<file path="src/verilog/matmul_macros.svh">
`ifndef MATMUL_MACROS_SVH
`define MATMUL_MACROS_SVH

// element and address sizes
`define ELEM_W 16
`define ADDR_W 7

// words per operand or result memory
`define MEM_DEPTH 128

// matrix dimension, also lanes per memory word
`define ARRAY_N 4

// one result word per anti-diagonal
`define DIAG_COUNT 7

// sequencer counter milestones
`define FEED_CYCLES 12
`define DONE_COUNT 19

`endif
</file>
<file path="src/verilog/matmul_pkg.sv">
`include "matmul_macros.svh"

package matmul_pkg;

  // one matrix element
  typedef logic [`ELEM_W-1:0] elem_t;

  // accumulator, full product width
  typedef logic [2*`ELEM_W-1:0] acc_t;

  // memory address
  typedef logic [`ADDR_W-1:0] addr_t;

  // memory word, lane k in bits 16k +: 16
  typedef logic [`ARRAY_N*`ELEM_W-1:0] word_t;

  // sequencer cycle counter
  typedef logic [7:0] count_t;

  // sequencer states
  typedef enum logic [1:0] {
    idle,
    compute,
    write_out,
    finished
  } seq_state_t;

endpackage

</file>
<file path="src/verilog/matmul_sequencer.sv">
`timescale 1ns/100ps
`include "matmul_macros.svh"

module matmul_sequencer (
  input  logic              clk,
  input  logic              reset,
  input  logic              start,
  output matmul_pkg::addr_t rd_addr,
  output logic              feed,
  output logic              wr_en,
  output logic              done,
  output matmul_pkg::addr_t wr_diag
);
  import matmul_pkg::*;

  seq_state_t state;
  count_t     cnt;

  // count offset of the current diagonal inside write-out
  count_t     diag_cnt;

  //////////////////////////////
  // state and counter

  // first edge with start high moves idle -> compute at count 0
  // count then advances once per cycle until done
  always_ff @(posedge clk) begin
    if (reset || !start) begin
      state <= idle;
      cnt   <= '0;
    end else begin
      case (state)
        idle: begin
          state <= compute;
        end
        compute: begin
          cnt <= cnt + count_t'(1);
          // last accumulate cycle, next count starts write-out
          if (cnt == count_t'(`FEED_CYCLES - 1)) begin
            state <= write_out;
          end
        end
        write_out: begin
          if (cnt == count_t'(`DONE_COUNT)) begin
            state <= finished;
          end else begin
            cnt <= cnt + count_t'(1);
          end
        end
        finished: begin
          // hold until start drops
          state <= finished;
        end
        default: begin
          state <= idle;
        end
      endcase
    end
  end

  //////////////////////////////
  // decoded controls

  // operand reads at counts 0..3, otherwise park on the top word
  assign rd_addr = (state == compute && cnt < count_t'(`ARRAY_N)) ?
                   addr_t'(cnt) : addr_t'(`MEM_DEPTH - 1);

  // accumulate window, counts 1..11
  assign feed = (state == compute) && (cnt != '0);

  // one diagonal per cycle from count 12
  assign diag_cnt = cnt - count_t'(`FEED_CYCLES);
  assign wr_en    = (state == write_out) && (cnt < count_t'(`FEED_CYCLES + `DIAG_COUNT));
  assign wr_diag  = wr_en ? addr_t'(diag_cnt) : '0;

  // high for as long as start is held after write-out
  assign done = (state == finished);

endmodule

</file>
<file path="config.mk">
export PLATFORM = sky130hd
export DESIGN_NAME = matmul_sequencer
export DESIGN_NICKNAME = d
export VERILOG_FILES = /design/src/verilog/matmul_pkg.sv /design/src/verilog/matmul_sequencer.sv
export VERILOG_INCLUDE_DIRS = /design/src /design/src/verilog
export SDC_FILE = /design/constraint.sdc
export NUM_CORES = 1
export LEC_CHECK = 0
export ABC_CLOCK_PERIOD_IN_PS = 2000
export BUFFER_PORTS_ARGS = -buffer_cell sky130_fd_sc_hd__buf_4
export CAP_MARGIN = 15
export CORE_MARGIN = 2
export CORE_UTILIZATION = 44
export CTS_CLUSTER_DIAMETER = 100
export DETAILED_ROUTE_END_ITERATION = 7
export PLACE_DENSITY = 0.79
export SYNTH_ARGS = -nofsm -noshare
export SYNTH_HDL_FRONTEND = slang
export SYNTH_SLANG_ARGS = --single-unit
</file>
<file path="constraint.sdc">
create_clock -name clk -period 2 [get_ports clk]
set_clock_uncertainty 0.15 [all_clocks]
set_input_delay 0.2 -clock clk [delete_from_list [all_inputs] [get_ports clk]]
set_output_delay 0.2 -clock clk [all_outputs]
set_load 0.01 [all_outputs]
</file>
Word level (Yosys, flattened, before mapping)
Index checks and enable logic that the tools add are counted.

word-level totals
  register bits after elaboration = 10
  input port bits = 3
  output and inout port bits = 17
  logic and storage cells = 31

operators by class
  $add $sub $neg = 2
  magnitude comparators = 2
  eq/ne operators = 8
  mux-type cells = 7
  reduce and logical (&&, ||, !) cells = 10

operators by type and width
  cell                 number
  $pmux 8 s2           1
  $mux 7               2
  $add 8x1->8 const B  1
  $eq 8x4->1 const B   1
  $eq 8x5->1 const B   1
  $lt 8x3->1 const B   1
  $lt 8x5->1 const B   1
  $mux 8               1
  $pmux 2 s4           1
  $reduce_bool 8->1    1
  $sub 7x4->7 const B  1
  $ne 2x2->1 const B   3
  $eq 2x2->1 const B   2
  $mux 2               2
  $reduce_and 2->1     2
  $logic_and 1x1->1    3
  $eq 2x1->1 const B   1
  $logic_not 2->1      1
  $reduce_bool 2->1    1
  $logic_not 1->1      1
  $logic_or 1x1->1     1

Logic depth before layout (Yosys ltp)
Gate-level depths: netlist of the first run.

  depth after elaboration = 3
  gate-level depth with buffers = 7

Worst setup path after synthesis of the first run
No wires, ideal clock.

  path type = register -> register
  start point = register cnt[2]
  end point = register cnt[6]
  setup time = 0.070 ns
  arrival = 1.731 ns
  data required time = 1.780 ns
  slack = 0.049 ns
  stages on the path, launching flop included = 8
  path through = dfxtp_1 > inv_1 > ha_1 > nor4b_1 > a41o_1 > buf_4 > or3_1 > a21oi_1

between the ends
  cells in the longest elaborated chain, start to end = 3
  elaborated cells on any way between the ends = 6
  those cells by class = add/sub (1); eq/ne (2); mux (2); reduce/logical (1)

ends and longest elaborated chain
  element                                                line                                                                    RTL
  start, declared                                        matmul_sequencer.sv:17                                                  count_t cnt;
  start signal, assigned                                 matmul_sequencer.sv:37                                                  cnt <= cnt + count_t'(1);
  start signal, assigned                                 matmul_sequencer.sv:47                                                  cnt <= cnt + count_t'(1);
  $add 8x1->8 / $eq 8x5->1 (equally long branches)       matmul_sequencer.sv:37, matmul_sequencer.sv:47, matmul_sequencer.sv:44
  $mux 8 / $ne 2x2->1 (equally long branches)            -
  $pmux 8 s2 / $reduce_and 2->1 (equally long branches)  -

Several ways; a longest one is shown, not always the timed one. The select of a mux whose other input is x is not followed.
A chain may end at the register's enable or synchronous reset.

Worst setup path in the final report of the first run
  start point = register cnt[5]
  end point = output port rd_addr[0]

between the ends
  cells in the longest elaborated chain, start to end = 3

ends and longest elaborated chain
  element            line                    RTL
  $lt 8x3->1         matmul_sequencer.sv:65  assign rd_addr = (state == compute && cnt < count_t'(`ARRAY_N)) ?
  $logic_and 1x1->1  matmul_sequencer.sv:65
  $mux 7             matmul_sequencer.sv:65
  end, declared      matmul_sequencer.sv:8   output matmul_pkg::addr_t rd_addr,

No other way between the ends.

==> impl_metrics.toml, run 1 <==
[outcome]
outcome = "finished with violations"
violations = "setup timing"

[clock_network]
cts.path.max_buffers = 2
cts.sinks = 10
cts_buffers = 3
h-tree-depth = 1
tritoncts = "yes"
clkLatencyLatePin_ns = 0.26
clk_pin_slew_worst_paths_ns = 0.06
root_buffer = "clkbuf_4"
ctsHoldBuffers = 0

[yosys]
ys_seq_elements = 10
postSynthCellCount = 89
yosysSeqAreaShare_pct = 28.7
yosys_warnings = 0
synth_top_area_share_pct = 28.7
ys_types = 31
synth_ff_type = "dfxtp_1"
synth_largest_area_cell = "dfxtp_1"
async_flop_share_pct = 0
synthTopCellsByArea = "dfxtp_1 29%, ha_1 9.0%, nand2b_1 5.4%"
avgSynthCellArea_um2 = 7.84
synth_edf_count = 0
syn_area_um2 = 698
synth_fp_nets = 97

[grt]
grt_usage_pct = 20.4
use_met3_pct = 5.00
grt.met1_usage_pct = 26.1
grt_pass1_vias = 633
grt_pass1_wl_mm = 2.97
grt_overflow = 0
grt_antenna_before_repair = 0
globalRouteMet2Util_pct = 35.6
top_usage_layer = "met2"
grt_max_degree = 15

[floorplan]
fp-row-count = 14
die_x_um = 43.8
core-area_um2 = 1490
start_util_pct = 46.9
die-area_um2 = 1920
die_y_um = 43.8
pin_count = 20

[power]
ir_worst_vdd_mv = 0.389
power_density_nw_per_um2 = 383
p_leak_uw = 0.000450

[timing]
min_period_ns = 2.00
hold_viol = 0
timing.final.ws_setup_ns = -0.00295
tns_ns = -0.00312
slew_viol_final = 0
rsz0062_at_grt = "true"
tightestPinTransition_ns = 0.425
max_freq_ghz = 0.499
max_slew_margin_pct = 71.3
period_share_pct = 100
setup_viol_count_final = 2

[final_layout]
final_cells = 130
regArea_um2 = 208
diodes = 0
area_growth_syn_to_layout_pct = 48.2
drive_gt1_share_pct = 43.0
multi_input_area_um2 = 541
finalNetCount = 124
fillers = 116

[route]
vias = 726
drcViolationCount = 0
drt_wl_total_mm = 2.10
drtIter0Drc = 29
wl_per_cell_um = 16.2
ant_nets = 0
firstDrtPassIters = 4
vias_per_cell = 5.58

[worst_setup_path]
slowest_delay_ns = 0.45
path_cells = "nor4_4 > or3b_4 > nand2b_4 > buf_6"
crit_family = "simple AND/OR/NAND/NOR gates"
cp.arrival_ns = 1.65
critPathSlowestCell = "or3b_4"
crit_fanout = 5
end_kind = "output port"
required_ns = 1.65
path_buf_inv = 1
critPathLaunchType = "register"
worst-setup-path-type = "reg -> out"

[placed_design]
place_ws_ns = 0.0503
dp_hpwl_mm = 1.27
io_buffers = 19
place_congestion = 0.792
dp.cells = 124

[flow_run]
maxCapViolations = 0

[min_path]
hold_path_class = "in -> reg"
-- through the flow --
stage | utilization [%] | hold slack (ns) | power, µW | cell area (µm²)
after floorplan | - | 0.207 | 234 | 698
after global placement | 58.5 | 0.302 | 251 | 871
after detailed placement | 58.5 | 0.310 | 252 | 871
after CTS | 64.5 | 0.0324 | 389 | 960
after global routing | 69.5 | 0.0517 | 412 | 1030
final | 69.5 | 0.0336 | 396 | 1030
-- cells in the final DEF, fill, tap and decap left out, types with 4 or more instances in the layout --
cell type	n
inv_1	4
buf_6	6
buf_4	20
nor2_1	8
dfxtp_1	8
a21oi_1	6
or3_1	6
nand2b_4	4
o21ai_0	6
-- synthesized netlist by cell type, types with 2 or more instances --
| cell | count |
|---|---|
| nor2_1 | 8 |
| ha_1 | 5 |
| nand2b_1 | 6 |
| o21ai_0 | 7 |
| nand4_1 | 2 |
| inv_1 | 7 |
| a21oi_1 | 6 |
| nor3_1 | 2 |
| xnor2_1 | 3 |
| a31oi_1 | 2 |
| nor2b_1 | 3 |
| or3b_2 | 2 |
| dfxtp_1 | 10 |
| or3_1 | 6 |
| and2_1 | 2 |
| nand3_1 | 2 |
| nand2_1 | 2 |
-- timing repair --
action	CTS	global route
setup buffers	3	0
endpoints found under the setup margin	9	20
cloned	0	0
gates resized for setup	14	17
pin swaps	1	5
-- metal layers --
metal | routed length (µm) | share of wire, %
met5 | 0 | 0
met4 | 0 | 0
met3 | 54 | 2.6
met2 | 1170 | 55
met1 | 884 | 42
-- logic make-up (layout without fill, tap and decap cells) --
kind of cell | Yosys count | after routing | synth area share [%]
multiplexers | 1 | 1 | 1.43
buffers and inverters | 11 | 36 | 6.63
adder cells (fa/ha/maj) | 5 | 5 | 8.96
AND/OR/NAND/NOR | 39 | 39 | 33.3
flip-flops | 10 | 10 | 28.7
AO/OA/AOI/OAI | 19 | 19 | 16.0
XOR/XNOR | 4 | 4 | 5.02
-- path summary, 6_finish.rpt --
kind | start | to | slack (ns) | depth (start not counted)
worst min register to register | cnt[1] | cnt[1] | 0.46 | 2
worst max register to register | cnt[3] | cnt[3] | 0.05 | 6
worst min-delay path | reset | state[0] | 0.03 | 3
worst max-delay path | cnt[5] | rd_addr[0] | -0.003 | 4
-- cell type report --
class | count | area share (%)
multi-input cells | 68 | 52.2
repair buffers | 26 | 21.0
flip-flops and latches | 10 | 20.1
inverters | 7 | 2.54
clock buffers | 3 | 2.18
well taps | 16 | 1.93
-- worst min-delay path: cells and delay by family --
kind	cells	cell delay [ns]
buf+inv	1	0.08
simple gates	1	0.03
compound gates	1	0.08
-- flip-flops by register name, indices dropped and copies added, names as in the netlist --
signal  flops
state       2
cnt         8
-- report_power, final --
part	switching (µW)	internal (µW)
combinational	25.9	32.8
clock	67.0	69.4
sequential	2.86	198
No activity file was read; power rests on OpenSTA's default activity.
==> run 2: changes to the inputs <==
Settings changed: BUFFER_PORTS_ARGS -buffer_cell sky130_fd_sc_hd__buf_4 to unset, CORE_UTILIZATION 44 to 53, DONT_BUFFER_PORTS set to 1, PLACE_DENSITY 0.79 to 0.78, RECOVER_POWER set to 25.
==> run 2 against run 1 <==
Compared with the run above:
- the flow now finishes without violations
- critical path depth is 1 lower
- routed wire length is 25% lower
- core utilization is 3.1 points lower
- sequential share of layout area is 3.9 points higher
- die area is 15% lower
- register-to-register slack better by 0.10 ns
- maximum frequency is 3.5% higher
- count of clock-buffer cells in the layout is 1 higher
- final cell count is 15% lower
- via count is 13% lower
- final area is 19% lower
- largest cell class unchanged
==> impl_metrics.toml, run 2 (synthesis results as in run 1) <==
[power]
ir_worst_vdd_mv = 0.450
power_density_nw_per_um2 = 504
p_leak_uw = 0.000308

[worst_setup_path]
cp.arrival_ns = 1.59
required_ns = 1.65
critPathLaunchType = "register"
end_kind = "output port"
worst-setup-path-type = "reg -> out"
rr_worst_depth = 6
crit_fanout = 5

[timing]
setup_viol_count_final = 0
tightestPinTransition_ns = 0.353
min_period_ns = 1.94
max_slew_margin_pct = 76.1
period_share_pct = 96.8
max_freq_ghz = 0.517
slew_viol_final = 0
tns_ns = 0
hold_viol = 0

[grt]
grt_antenna_before_repair = 0
top_usage_layer = "met2"
use_met3_pct = 10.0
grt_max_degree = 15
grt_overflow = 0
globalRouteMet2Util_pct = 41.9
grt_usage_pct = 23.1
grt_pass1_wl_mm = 2.46
grt.met1_usage_pct = 25.6
grt_pass1_vias = 554

[floorplan]
die_x_um = 40.3
die-area_um2 = 1620
fp-row-count = 13
start_util_pct = 55.0
die_y_um = 40.3
pin_count = 20
core-area_um2 = 1270

[final_layout]
stdcell_area_um2 = 842
multi_input_area_um2 = 508
drive_gt1_share_pct = 26.3
area_growth_syn_to_layout_pct = 20.6
regArea_um2 = 201
finalNetCount = 104
reg.largest.list = "cnt: 8 flops, state: 2 flops"
diodes = 0
fillers = 107
layout_commonest_cell = "dfxtp_1"
largest_reg_flops = 8
regMostFlops = "cnt"

[min_path]
hold_depth = 2
hold_path_class = "in -> reg"

[placed_design]
io_buffers = 0
placed_cell_area_um2 = 734
dp_hpwl_mm = 1.16
place_congestion = 0.767

[route]
drtIter0Drc = 11
drcViolationCount = 0
firstDrtPassIters = 4
vias = 628
drt_wl_total_mm = 1.58
vias_per_cell = 5.71
wl_per_cell_um = 14.4
ant_nets = 0

[clock_network]
cts_buffers = 3
h-tree-depth = 1
postCtsSetupRepairBufs = 0
cts.path.max_buffers = 2
tritoncts = "yes"
clk_pin_slew_worst_paths_ns = 0.07
root_buffer = "clkbuf_4"
clkLatencyLatePin_ns = 0.27
cts.sinks = 10

[flow_run]
maxCapViolations = 0

[outcome]
outcome = "complete, no violations"
run 2: path summary, 6_finish.rpt:
kind	from	to	slack, ns
max	cnt[7]	rd_addr[1]	0.06
min	start	state[0]	0.01
max reg2reg	cnt[2]	cnt[5]	0.15
min reg2reg	cnt[7]	cnt[7]	0.41
run 2: metrics by stage:
step	instances	setup WS [ns]	total power, µW	hold slack [ns]	util (%)
floorplan	89	0.0492	234	0.207	-
global placement	105	0.131	237	0.214	57.9
detailed placement	105	0.0411	238	0.216	57.9
CTS	110	0.0000323	428	0.00762	63.1
global route	110	-0.0000564	438	0.0169	66.4
finish	110	0.0647	424	0.0137	66.4
run 2: metal layers:
metal,routed length (µm),vias up
met4,0,0
met1,667,297
met5,0,-
li1,-,320
met3,60,0
met2,855,11
run 2: area by class of cell:
type	instances	area share, %
Clock buffer	4	4.31
Inverter	7	3.12
Timing Repair Buffer	6	6.09
Sequential cell	10	23.9
Tap cell	15	2.23
Multi-Input combinational cell	68	60.3
run 2: what timing repair did:
item / CTS / global route
gates resized for setup: 7 / 12
setup endpoints to repair: 8 / 20
pin swaps: 1 / 2
endpoints found under the hold margin: 1 / 0
hold buffers: 1 / 0
run 2: power breakdown:
part	leakage, µW	internal (µW)	switching, µW
Combinational	0.000205	12.7	19.4
Clock	0.0000210	111	77.6
Sequential	0.0000814	201	2.73
run 2: worst max-delay path: stages, from the launching register on:
cell	delay, ns
dfxtp_1	0.36
nor4_4	0.29
or3b_4	0.45
nand2b_1	0.21
